**src/trace_pkg.sv**
```systemverilog
// Retirement trace definitions
// Record field widths, packet kind codes, buffer depth and emitter states

package trace_pkg;

  // Stream word and 32-bit architectural values
  typedef logic [31:0] word_t;

  // Retirement sequence number
  typedef logic [63:0] order_t;

  typedef logic [4:0] reg_addr_t;
  typedef logic [3:0] mem_mask_t;

  // Dropped records since the last loss packet
  typedef logic [7:0] loss_cnt_t;

  // Buffer fill level, 0 to FIFO_DEPTH
  typedef logic [2:0] fifo_cnt_t;

  localparam int unsigned FIFO_DEPTH = 4;

  // Header kind codes, bits 31:28 of the first word
  localparam logic [3:0] KIND_RETIRE = 4'h1;
  localparam logic [3:0] KIND_LOSS   = 4'h2;

  // Packed record: order, insn, trap, rd_addr, rd_wdata, pc, mem_addr, rmask, wmask
  localparam int unsigned REC_W = $bits(order_t) + $bits(word_t) + 1 + $bits(reg_addr_t) +
                                  3 * $bits(word_t) + 2 * $bits(mem_mask_t);

  typedef logic [REC_W-1:0] rec_t;

  typedef enum logic [2:0] {
    IDLE = 3'd0,
    HEAD = 3'd1,
    PC   = 3'd2,
    INSN = 3'd3,
    RD   = 3'd4,
    MEM  = 3'd5,
    LOSS = 3'd6
  } emit_state_e;

endpackage

```
**src/trace_emit_fsm.sv**
```systemverilog
// Packet emitter FSM
// Walks each packet word by word and handles the trace stream handshake

`timescale 1ns/10ps

module trace_emit_fsm (
  input  logic                   clk_i,
  input  logic                   rst_n_i,
  input  logic                   fifo_empty_i,
  input  logic                   loss_pending_i,
  input  logic                   has_rd_i,
  input  logic                   has_mem_i,
  input  logic                   trace_ready_i,
  output logic                   pop_o,
  output logic                   loss_clear_o,
  output logic                   trace_valid_o,
  output trace_pkg::emit_state_e state_o
);

  trace_pkg::emit_state_e state_q;
  trace_pkg::emit_state_e state_d;
  logic                   xfer;

  assign trace_valid_o = (state_q != trace_pkg::IDLE);
  assign xfer          = trace_valid_o && trace_ready_i;

  // Loss report goes out before the next record
  assign pop_o        = (state_q == trace_pkg::IDLE) && !loss_pending_i && !fifo_empty_i;
  assign loss_clear_o = (state_q == trace_pkg::LOSS) && trace_ready_i;

  always_comb begin
    state_d = state_q;
    case (state_q)
      trace_pkg::IDLE: begin
        if (loss_pending_i) begin
          state_d = trace_pkg::LOSS;
        end else if (!fifo_empty_i) begin
          state_d = trace_pkg::HEAD;
        end
      end
      trace_pkg::HEAD: begin
        if (xfer) begin
          state_d = trace_pkg::PC;
        end
      end
      trace_pkg::PC: begin
        if (xfer) begin
          state_d = trace_pkg::INSN;
        end
      end
      trace_pkg::INSN: begin
        if (xfer) begin
          if (has_rd_i) begin
            state_d = trace_pkg::RD;
          end else if (has_mem_i) begin
            state_d = trace_pkg::MEM;
          end else begin
            state_d = trace_pkg::IDLE;
          end
        end
      end
      trace_pkg::RD: begin
        if (xfer) begin
          state_d = has_mem_i ? trace_pkg::MEM : trace_pkg::IDLE;
        end
      end
      trace_pkg::MEM, trace_pkg::LOSS: begin
        if (xfer) begin
          state_d = trace_pkg::IDLE;
        end
      end
      default: state_d = trace_pkg::IDLE;
    endcase
  end

  always_ff @(posedge clk_i or negedge rst_n_i) begin
    if (!rst_n_i) begin
      state_q <= trace_pkg::IDLE;
    end else begin
      state_q <= state_d;
    end
  end

  assign state_o = state_q;

  // Stalled word stays in place
  a_stall_hold: assert property (
    @(posedge clk_i) disable iff (!rst_n_i)
    trace_valid_o && !trace_ready_i |=> $stable(state_q)
  );

endmodule

```
**src/trace_loss_counter.sv**
```systemverilog
// Loss counter
// Saturating count of records dropped since the last loss packet

`timescale 1ns/10ps

module trace_loss_counter (
  input  logic                 clk_i,
  input  logic                 rst_n_i,
  input  logic                 drop_i,
  input  logic                 clear_i,
  output trace_pkg::loss_cnt_t loss_cnt_o,
  output logic                 loss_pending_o
);

  trace_pkg::loss_cnt_t cnt_q;

  always_ff @(posedge clk_i or negedge rst_n_i) begin
    if (!rst_n_i) begin
      cnt_q <= '0;
    end else if (clear_i) begin
      // Drop in the clearing cycle starts the next count
      cnt_q <= drop_i ? trace_pkg::loss_cnt_t'(1) : '0;
    end else if (drop_i && (cnt_q != '1)) begin
      cnt_q <= cnt_q + 1'b1;
    end
  end

  assign loss_cnt_o     = cnt_q;
  assign loss_pending_o = (cnt_q != '0);

  // Saturates at 255
  a_no_wrap: assert property (
    @(posedge clk_i) disable iff (!rst_n_i)
    (cnt_q == '1) && drop_i && !clear_i |=> (cnt_q == '1)
  );

endmodule

```
**src/trace_packer.sv**
```systemverilog
// Packet word former
// Holds the record in flight and builds the stream word for each emitter state

`timescale 1ns/10ps

module trace_packer (
  input  logic                   clk_i,
  input  logic                   rst_n_i,
  input  logic                   load_i,
  input  trace_pkg::rec_t        rec_i,
  input  trace_pkg::emit_state_e state_i,
  input  trace_pkg::loss_cnt_t   loss_cnt_i,
  output logic                   has_rd_o,
  output logic                   has_mem_o,
  output trace_pkg::word_t       word_o
);

  trace_pkg::rec_t        rec_q;
  trace_pkg::order_t      order;
  trace_pkg::word_t       insn;
  logic                   trap;
  trace_pkg::reg_addr_t   rd_addr;
  trace_pkg::word_t       rd_wdata;
  trace_pkg::word_t       pc;
  trace_pkg::word_t       mem_addr;
  trace_pkg::mem_mask_t   rmask;
  trace_pkg::mem_mask_t   wmask;
  logic                   mem_write;
  trace_pkg::word_t       head_word;
  trace_pkg::word_t       loss_word;

  always_ff @(posedge clk_i or negedge rst_n_i) begin
    if (!rst_n_i) begin
      rec_q <= '0;
    end else if (load_i) begin
      rec_q <= rec_i;
    end
  end

  // Same field order as the packing in the top level
  assign {order, insn, trap, rd_addr, rd_wdata, pc, mem_addr, rmask, wmask} = rec_q;

  assign has_rd_o  = (rd_addr != '0);
  assign has_mem_o = (rmask != '0) || (wmask != '0);
  assign mem_write = (wmask != '0);

  assign head_word = {trace_pkg::KIND_RETIRE, trap, has_rd_o, has_mem_o, mem_write,
                      3'b000, rd_addr, order[15:0]};

  // Count is 8 bits in the low byte
  assign loss_word = {trace_pkg::KIND_LOSS, 20'h0_0000, loss_cnt_i};

  always_comb begin
    case (state_i)
      trace_pkg::HEAD: word_o = head_word;
      trace_pkg::PC:   word_o = pc;
      trace_pkg::INSN: word_o = insn;
      trace_pkg::RD:   word_o = rd_wdata;
      trace_pkg::MEM:  word_o = mem_addr;
      trace_pkg::LOSS: word_o = loss_word;
      default:         word_o = '0;
    endcase
  end

endmodule

```
**src/trace_record_fifo.sv**
```systemverilog
// Record buffer
// Circular buffer of retired-instruction records with full and empty status

`timescale 1ns/10ps

module trace_record_fifo (
  input  logic              clk_i,
  input  logic              rst_n_i,
  input  logic              push_i,
  input  trace_pkg::rec_t   push_data_i,
  input  logic              pop_i,
  output trace_pkg::rec_t   pop_data_o,
  output logic              empty_o,
  output logic              full_o
);

  localparam int unsigned PTR_W = $clog2(trace_pkg::FIFO_DEPTH);

  trace_pkg::rec_t      mem_q [trace_pkg::FIFO_DEPTH];
  logic [PTR_W-1:0]     wr_ptr_q;
  logic [PTR_W-1:0]     rd_ptr_q;
  trace_pkg::fifo_cnt_t cnt_q;
  logic                 push_ok;
  logic                 pop_ok;

  assign empty_o = (cnt_q == '0);
  assign full_o  = (cnt_q == trace_pkg::fifo_cnt_t'(trace_pkg::FIFO_DEPTH));

  // A push on a full buffer is lost, even with a pop in the same cycle
  assign push_ok = push_i && !full_o;
  assign pop_ok  = pop_i && !empty_o;

  assign pop_data_o = mem_q[rd_ptr_q];

  always_ff @(posedge clk_i) begin
    if (push_ok) begin
      mem_q[wr_ptr_q] <= push_data_i;
    end
  end

  // Depth is a power of two, pointers wrap on their own
  always_ff @(posedge clk_i or negedge rst_n_i) begin
    if (!rst_n_i) begin
      wr_ptr_q <= '0;
      rd_ptr_q <= '0;
      cnt_q    <= '0;
    end else begin
      if (push_ok) begin
        wr_ptr_q <= wr_ptr_q + 1'b1;
      end
      if (pop_ok) begin
        rd_ptr_q <= rd_ptr_q + 1'b1;
      end
      case ({push_ok, pop_ok})
        2'b10:   cnt_q <= cnt_q + 1'b1;
        2'b01:   cnt_q <= cnt_q - 1'b1;
        default: cnt_q <= cnt_q;
      endcase
    end
  end

  // Emitter only pops when a record is waiting
  a_no_pop_empty: assert property (
    @(posedge clk_i) disable iff (!rst_n_i) pop_i |-> !empty_o
  );

  a_cnt_bound: assert property (
    @(posedge clk_i) disable iff (!rst_n_i) cnt_q <= trace_pkg::FIFO_DEPTH
  );

endmodule

```
**src/trace_top.sv**
```systemverilog
// Retirement trace top level
// Buffers retirement records and emits them as packets on a valid/ready stream

`timescale 1ns/10ps

module trace_top (
  input  logic                 clk_i,
  input  logic                 rst_n_i,

  // Retirement port, no back-pressure
  input  logic                 rvfi_valid_i,
  input  trace_pkg::order_t    rvfi_order_i,
  input  trace_pkg::word_t     rvfi_insn_i,
  input  logic                 rvfi_trap_i,
  input  trace_pkg::reg_addr_t rvfi_rd_addr_i,
  input  trace_pkg::word_t     rvfi_rd_wdata_i,
  input  trace_pkg::word_t     rvfi_pc_rdata_i,
  input  trace_pkg::word_t     rvfi_mem_addr_i,
  input  trace_pkg::mem_mask_t rvfi_mem_rmask_i,
  input  trace_pkg::mem_mask_t rvfi_mem_wmask_i,

  // Trace stream
  input  logic                 trace_ready_i,
  output logic                 trace_valid_o,
  output trace_pkg::word_t     trace_data_o
);

  trace_pkg::rec_t        push_rec;
  trace_pkg::rec_t        head_rec;
  logic                   fifo_empty;
  logic                   fifo_full;
  logic                   pop;
  logic                   drop;
  logic                   loss_clear;
  logic                   loss_pending;
  trace_pkg::loss_cnt_t   loss_cnt;
  logic                   has_rd;
  logic                   has_mem;
  trace_pkg::emit_state_e state;

  assign push_rec = {rvfi_order_i, rvfi_insn_i, rvfi_trap_i, rvfi_rd_addr_i,
                     rvfi_rd_wdata_i, rvfi_pc_rdata_i, rvfi_mem_addr_i,
                     rvfi_mem_rmask_i, rvfi_mem_wmask_i};

  assign drop = rvfi_valid_i && fifo_full;

  trace_record_fifo u_fifo (
    .clk_i       (clk_i),
    .rst_n_i     (rst_n_i),
    .push_i      (rvfi_valid_i),
    .push_data_i (push_rec),
    .pop_i       (pop),
    .pop_data_o  (head_rec),
    .empty_o     (fifo_empty),
    .full_o      (fifo_full)
  );

  trace_loss_counter u_loss (
    .clk_i          (clk_i),
    .rst_n_i        (rst_n_i),
    .drop_i         (drop),
    .clear_i        (loss_clear),
    .loss_cnt_o     (loss_cnt),
    .loss_pending_o (loss_pending)
  );

  trace_emit_fsm u_fsm (
    .clk_i          (clk_i),
    .rst_n_i        (rst_n_i),
    .fifo_empty_i   (fifo_empty),
    .loss_pending_i (loss_pending),
    .has_rd_i       (has_rd),
    .has_mem_i      (has_mem),
    .trace_ready_i  (trace_ready_i),
    .pop_o          (pop),
    .loss_clear_o   (loss_clear),
    .trace_valid_o  (trace_valid_o),
    .state_o        (state)
  );

  trace_packer u_packer (
    .clk_i      (clk_i),
    .rst_n_i    (rst_n_i),
    .load_i     (pop),
    .rec_i      (head_rec),
    .state_i    (state),
    .loss_cnt_i (loss_cnt),
    .has_rd_o   (has_rd),
    .has_mem_o  (has_mem),
    .word_o     (trace_data_o)
  );

endmodule
```
**config.mk**
```make
export PLATFORM = sky130hd
export DESIGN_NAME = trace_top
export DESIGN_NICKNAME = d
export VERILOG_FILES = /design/src/trace_pkg.sv /design/src/trace_emit_fsm.sv /design/src/trace_loss_counter.sv /design/src/trace_packer.sv /design/src/trace_record_fifo.sv /design/src/trace_top.sv
export SDC_FILE = /design/constraint.sdc
export NUM_CORES = 1
export LEC_CHECK = 0
export BUFFER_PORTS_ARGS = -buffer_cell sky130_fd_sc_hd__clkbuf_2
export CORE_ASPECT_RATIO = 1.4
export CORE_UTILIZATION = 50
export DETAILED_ROUTE_END_ITERATION = 6
export GPL_TIMING_DRIVEN = 0
export PLACE_DENSITY = 0.68
export REMOVE_ABC_BUFFERS = 1
export SLEW_MARGIN = 20
export SYNTH_ARGS = -nofsm -noshare
export SYNTH_HDL_FRONTEND = slang
export SYNTH_HIERARCHICAL = 1
export SYNTH_SLANG_ARGS = --single-unit
```
**constraint.sdc**
```tcl
create_clock -name clk_i -period 9.8 [get_ports clk_i]
set_input_delay 2.45 -clock clk_i [delete_from_list [all_inputs] [get_ports clk_i]]
set_output_delay 2.45 -clock clk_i [all_outputs]
set_load 0.03 [all_outputs]
```
==> results of run 1 <==
## power by group
group | internal, mW | switching, mW
clock network | 1.85 | 1.22
registers | 4.66 | 0.412
logic | 1.71 | 1.83
## layout by cell type, fill, tap and decap left out, types with 12 or more instances in the layout
master / count
clkbuf_8: 13
mux2_2: 169
nor2_1: 22
nand2_1: 12
clkbuf_16: 78
buf_16: 24
mux4_2: 158
edfxtp_1: 632
clkbuf_1: 19
or2_2: 13
clkbuf_2: 193
buf_4: 17
mux2i_1: 26
dfrtp_1: 171
a21oi_1: 31
a221oi_1: 27
## state kept, by name (all words and copies together), names as in the netlist
register / cells
u_fifo/wr_ptr_q: 2
u_fifo/mem_q: 632
u_fifo/cnt_q: 3
u_loss/loss_cnt_o: 8
u_fsm/state_o: 3
u_packer/rec_q: 158
u_fifo/rd_ptr_q: 2
## worst max-delay path, stage by stage (launching register included)
cell      delay (ns)
dfrtp_4         0.72
buf_16          0.30
nor2b_1         0.59
a221oi_1        0.16
a31oi_1         0.22
clkbuf_2        0.24
## routing by layer
| metal | up-vias | GRT usage | part of all wire |
|---|---|---|---|
| li1 | 6523 | - | - |
| met2 | 329 | 0.359 | 0.53 |
| met5 | - | 0 | 0.00042 |
| met1 | 7953 | 0.261 | 0.40 |
| met3 | 111 | 0.0445 | 0.051 |
| met4 | 4 | 0.0730 | 0.025 |
## layout make-up
cell class	instances	area, um^2	area share
Sequential cell	808	23400	0.642
Multi-Input combinational cell	575	7300	0.200
Clock buffer	109	2190	0.0601
Timing Repair Buffer	248	1980	0.0545
Tap cell	825	1030	0.0283
Clock inverter	29	460	0.0126
Inverter	12	45.0	0.00124
Antenna cell	4	10.0	0.000275
## metrics by stage
step,setup WS (ns),utilization,instances
floorplan,-4.53,-,1395
global placement,-14.80,0.529,2414
detailed placement,5.01,0.546,2468
CTS,4.31,0.588,2606
global route,4.30,0.589,2610
finish,4.46,0.589,2610
## how the worst max path moves through the flow
stage,cells after the start,start,slack (ns),endpoint
after floorplan,9,u_fsm/state_o[0]$_DFFE_PN0P_,-4.53,u_fifo/cnt_q[2]$_DFFE_PN0P_
after global placement,9,u_fsm/state_o[0]$_DFFE_PN0P_,-14.80,u_fifo/cnt_q[2]$_DFFE_PN0P_
after detailed placement,5,u_fsm/state_o[0]$_DFFE_PN0P_,5.01,trace_data_o[1]
after CTS,5,u_fsm/state_o[0]$_DFFE_PN0P_,4.31,trace_data_o[6]
after global routing,5,u_fsm/state_o[0]$_DFFE_PN0P_,4.30,trace_data_o[6]
final,5,u_fsm/state_o[0]$_DFFE_PN0P_,4.46,trace_data_o[1]
==> results.cfg, run 1 <==
[floorplanning]
core_region_area_um2 = 61900
die_w_um = 213
ios = 243
fp.dieArea_um2 = 63600
chipHeight_um = 298
rows = 108
initial_utilization = 0.506

[routing]
drtIter0Drc = 993
routed_wl_um = 63800
remaining_drc_errors = 0
wl_per_cell_um = 24.4
drtPass1Iterations = 5
viasPerCell = 5.72
ant_nets = 0
vias = 14920

[sta]
setup_tns_ns = 0
slew_viol_final = 0
fmax_mhz = 187
relSlewSlack = 0.474
period_share = 0.545
rsz0062_at_grt = false
worst_slew_pin_slew_ns = 0.789
setup_viol = 0
holdWs_ns = 0.502
fin_worst_skew_ns = 0.0195
hold_violations = 0
fin_crit_ns = 5.34

[global_route]
grt_overflow = 0
grt_util_all_layers = 0.209
grt_pass1_vias = 16173
grt_first_pass_wirelength_um = 97600
grt_max_degree = 68
antenna_found_initial = 6

[clock_tree]
clk_latency_ns = 0.62
ctsHoldBuffers = 0
path_clk_slew_ns = 0.06
ctsRootBufferMaster = clkbuf_16
cts_tree = done
numCtsBuffers = 75
clock_path_buffers = 3
numClockSinks = 808
cts_htree_levels = 3
cts_resized = 0
cts_setup_buffers = 0

[synthesis]
avgSynthCellArea_um2 = 21.1
synthCells = 1482
ys_warn_count = 6
netlist_area_um2 = 31300

[critical_path]
endpoint_kind = output pin
cp.required_ns = 7.35
worst-r2r-setup-slack_ns = 6.39
crit_arrival_ns = 2.89
worstRegToRegCells = 10
path_max_fanout = 34
crit_type = reg2out
r2r_start = u_fsm/state_o[0]$_DFFE_PN0P_
reg2reg_to = u_fifo/cnt_q[2]$_DFFE_PN0P_
cp-start-kind = flip-flop

[hold_path]
worst_hold_path.endpoint = u_packer/rec_q[138]$_DFFE_PN0P_
hold_depth = 1
holdCritPathClass = reg2reg
hp-start = u_packer/rec_q[138]$_DFFE_PN0P_

[layout]
drive_above_1_share = 0.407
fin_nets = 1938
syn_to_final_growth_pct = 16.4
post-route-cell-area_um2 = 36400
fill_cells = 4599

[placement]
io_buffers = 194
place_area_um2 = 33800
routabilityCongestion = 0.729
hpwl_um = 39000

[power]
leakagePower_nw = 12.9
power_density_nw_per_um2 = 321
ir_drop_mv = 0.225
total_power_mw = 11.7

[flow_run]
max-cap-violations = 0

[run_status]
status = completed
No activity file was read; power rests on OpenSTA's default activity.
==> run 2: changes to the inputs <==
--- a/config.mk
+++ b/config.mk
@@ -5,12 +5,13 @@
 export SDC_FILE = /design/constraint.sdc
 export NUM_CORES = 1
 export LEC_CHECK = 0
+export ABC_AREA = 1
 export BUFFER_PORTS_ARGS = -buffer_cell sky130_fd_sc_hd__clkbuf_2
 export CORE_ASPECT_RATIO = 1.4
 export CORE_UTILIZATION = 50
 export DETAILED_ROUTE_END_ITERATION = 6
 export GPL_TIMING_DRIVEN = 0
-export PLACE_DENSITY = 0.68
+export PLACE_DENSITY = 0.7
 export REMOVE_ABC_BUFFERS = 1
 export SLEW_MARGIN = 20
 export SYNTH_ARGS = -nofsm -noshare
==> constraint.sdc (replaced) <==
create_clock -name clk_i -period 4.5 [get_ports clk_i]
set_input_delay 1.125 -clock clk_i [delete_from_list [all_inputs] [get_ports clk_i]]
set_output_delay 1.125 -clock clk_i [all_outputs]
set_load 0.03 [all_outputs]
==> run 2 against run 1 <==
Against the previous run:
- the flow now finishes with violations (DRC)
- sequential power rose by 110%
- critical path depth rose by 2
- non-clock buffer count rose by 15
- clock power rose by 110%
- largest cell class unchanged
==> results.cfg, run 2 <==
[sta]
relSlewSlack = 0.349
hold_violations = 0
rsz0062_at_grt = false
fin_crit_ns = 4.25
setup_viol = 0
slew_viol_final = 0
fmax_mhz = 235
period_share = 0.944
fin_worst_skew_ns = 0.0184
worst_slew_pin_slew_ns = 0.968

[global_route]
grt_pass1_vias = 21889
antenna_found_initial = 15
grt_first_pass_wirelength_um = 122000
grt_util_all_layers = 0.235
grt_max_degree = 161
grt_overflow = 0

[floorplanning]
chipHeight_um = 310
die_w_um = 222
ios = 243
core_region_area_um2 = 66800
rows = 112
fp.dieArea_um2 = 68700
initial_utilization = 0.506

[placement]
hpwl_um = 48300
routabilityCongestion = 0.755
place_area_um2 = 36500
io_buffers = 194

[routing]
viasPerCell = 5.49
vias = 21257
drtPass1Iterations = 7
routed_wl_um = 80100
remaining_drc_errors = 1
ant_nets = 0
drtIter0Drc = 1380
wl_per_cell_um = 20.7

[synthesis]
ys_warn_count = 6
synthCells = 2776
netlist_area_um2 = 33800
avgSynthCellArea_um2 = 12.2

[clock_tree]
path_clk_slew_ns = 0.06
clk_latency_ns = 0.64
numCtsBuffers = 77
ctsHoldBuffers = 0
cts_tree = done
cts_htree_levels = 3
clock_path_buffers = 3
numClockSinks = 808
ctsRootBufferMaster = clkbuf_16

[critical_path]
endpoint_kind = output pin
path_max_fanout = 35
crit_type = reg2out
cp-start-kind = flip-flop
cp.required_ns = 3.38
worst-r2r-setup-slack_ns = 1.18
crit_arrival_ns = 3.12

[run_status]
status = finished with violations
violations = DRC

[power]
leakagePower_nw = 16.2
ir_drop_mv = 0.425
power_density_nw_per_um2 = 677
total_power_mw = 26.5

[layout]
fin_nets = 3166
syn_to_final_growth_pct = 15.8
largest_reg_flops = 632
layout_common_cells = 678 x nand2_1, 632 x edfxtp_1, 394 x inv_1
fill_cells = 5140
post-route-cell-area_um2 = 39200
drive_above_1_share = 0.183
regMostFlops = u_fifo/mem_q
mostFrequentLayoutCell = nand2_1

[flow_run]
max-cap-violations = 0

[hold_path]
holdCritPathClass = in2async
-- run 2: changes by cell type in the layout (fill, tap and decap cells not counted), moves of 18 or more --
cell	delta
buf_12	+18
mux2_2	-31
mux4_2	-158
nand4_1	+82
a21oi_1	-28
nand2_1	+666
o211ai_1	+315
o21ai_0	+20
nand3_1	+49
a221oi_1	-27
nor2_1	+34
mux2i_1	-26
inv_1	+383
-- run 2: area by class of cell --
class | count | area [um^2] | area share
Antenna cell | 8 | 20.0 | 0.000511
Clock inverter | 39 | 477 | 0.0122
Inverter | 401 | 1530 | 0.0390
Timing Repair Buffer | 263 | 2600 | 0.0664
Sequential cell | 808 | 23400 | 0.597
Multi-Input combinational cell | 1397 | 8000 | 0.204
Tap cell | 855 | 1070 | 0.0273
Clock buffer | 103 | 2100 | 0.0537
-- run 2: metrics by stage --
stage | util | std cells | TNS, ns | worst slack [ns] | hold WS [ns]
detailed placement | 0.546 | 3718 | 0 | 0.449 | 0.488
global route | 0.586 | 3874 | 0 | 0.103 | 0.444
CTS | 0.586 | 3865 | 0 | 0.0605 | 0.415
floorplan | - | 2606 | -3328.57 | -5.33 | 0.446
global placement | 0.522 | 3655 | -9090.99 | -12.18 | 0.462
finish | 0.586 | 3874 | 0 | 0.251 | 0.435
-- run 2: report_power, final --
| group | internal, mW | switching, mW | leakage, nW | total [mW] |
|---|---|---|---|---|
| Clock | 3.79 | 2.80 | 1.24 | 6.59 |
| Combinational | 3.24 | 5.78 | 7.02 | 9.02 |
| Sequential | 10.1 | 0.842 | 7.94 | 10.9 |
| Total | 17.1 | 9.42 | 16.2 | 26.5 |
-- run 2: worst max-delay path, stage by stage, from the launching register on --
cell	delay (ns)
dfrtp_4	0.63
inv_6	0.42
nor2_1	0.12
nand2_2	0.49
nor2_1	0.09
nor2_1	0.32
nand2_1	0.15
clkbuf_2	0.22
-- run 2: routing by layer --
metal	GRT usage	wire [um]
met2	0.421	41400
met4	0.108	2640
met3	0.0435	4540
met1	0.274	31400
met5	0	93
-- run 2: final timing paths --
path / cells after the start / startpoint / endpoint
max reg2reg: 11 / u_fsm/state_o[1]$_DFFE_PN0P_ / u_packer/rec_q[121]$_DFFE_PN0P_
min in group clk_i: 1 / u_packer/rec_q[56]$_DFFE_PN0P_ / u_packer/rec_q[56]$_DFFE_PN0P_
min: 1 / rst_n_i / u_packer/rec_q[144]$_DFFE_PN0P_
max: 7 / u_fsm/state_o[0]$_DFFE_PN0P_ / trace_data_o[24]
max in group asynchronous: 2 / rst_n_i / u_packer/rec_q[132]$_DFFE_PN0P_
min reg2reg: 1 / u_packer/rec_q[56]$_DFFE_PN0P_ / u_packer/rec_q[56]$_DFFE_PN0P_
-- run 2: what timing repair did --
action,4_1_cts,5_1_grt
buffers inserted,5,1
resized for setup,1,1
endpoints found under the setup margin,18,1
gates cloned,0,0
endpoints found under the hold margin,0,0
pin swaps,1,0
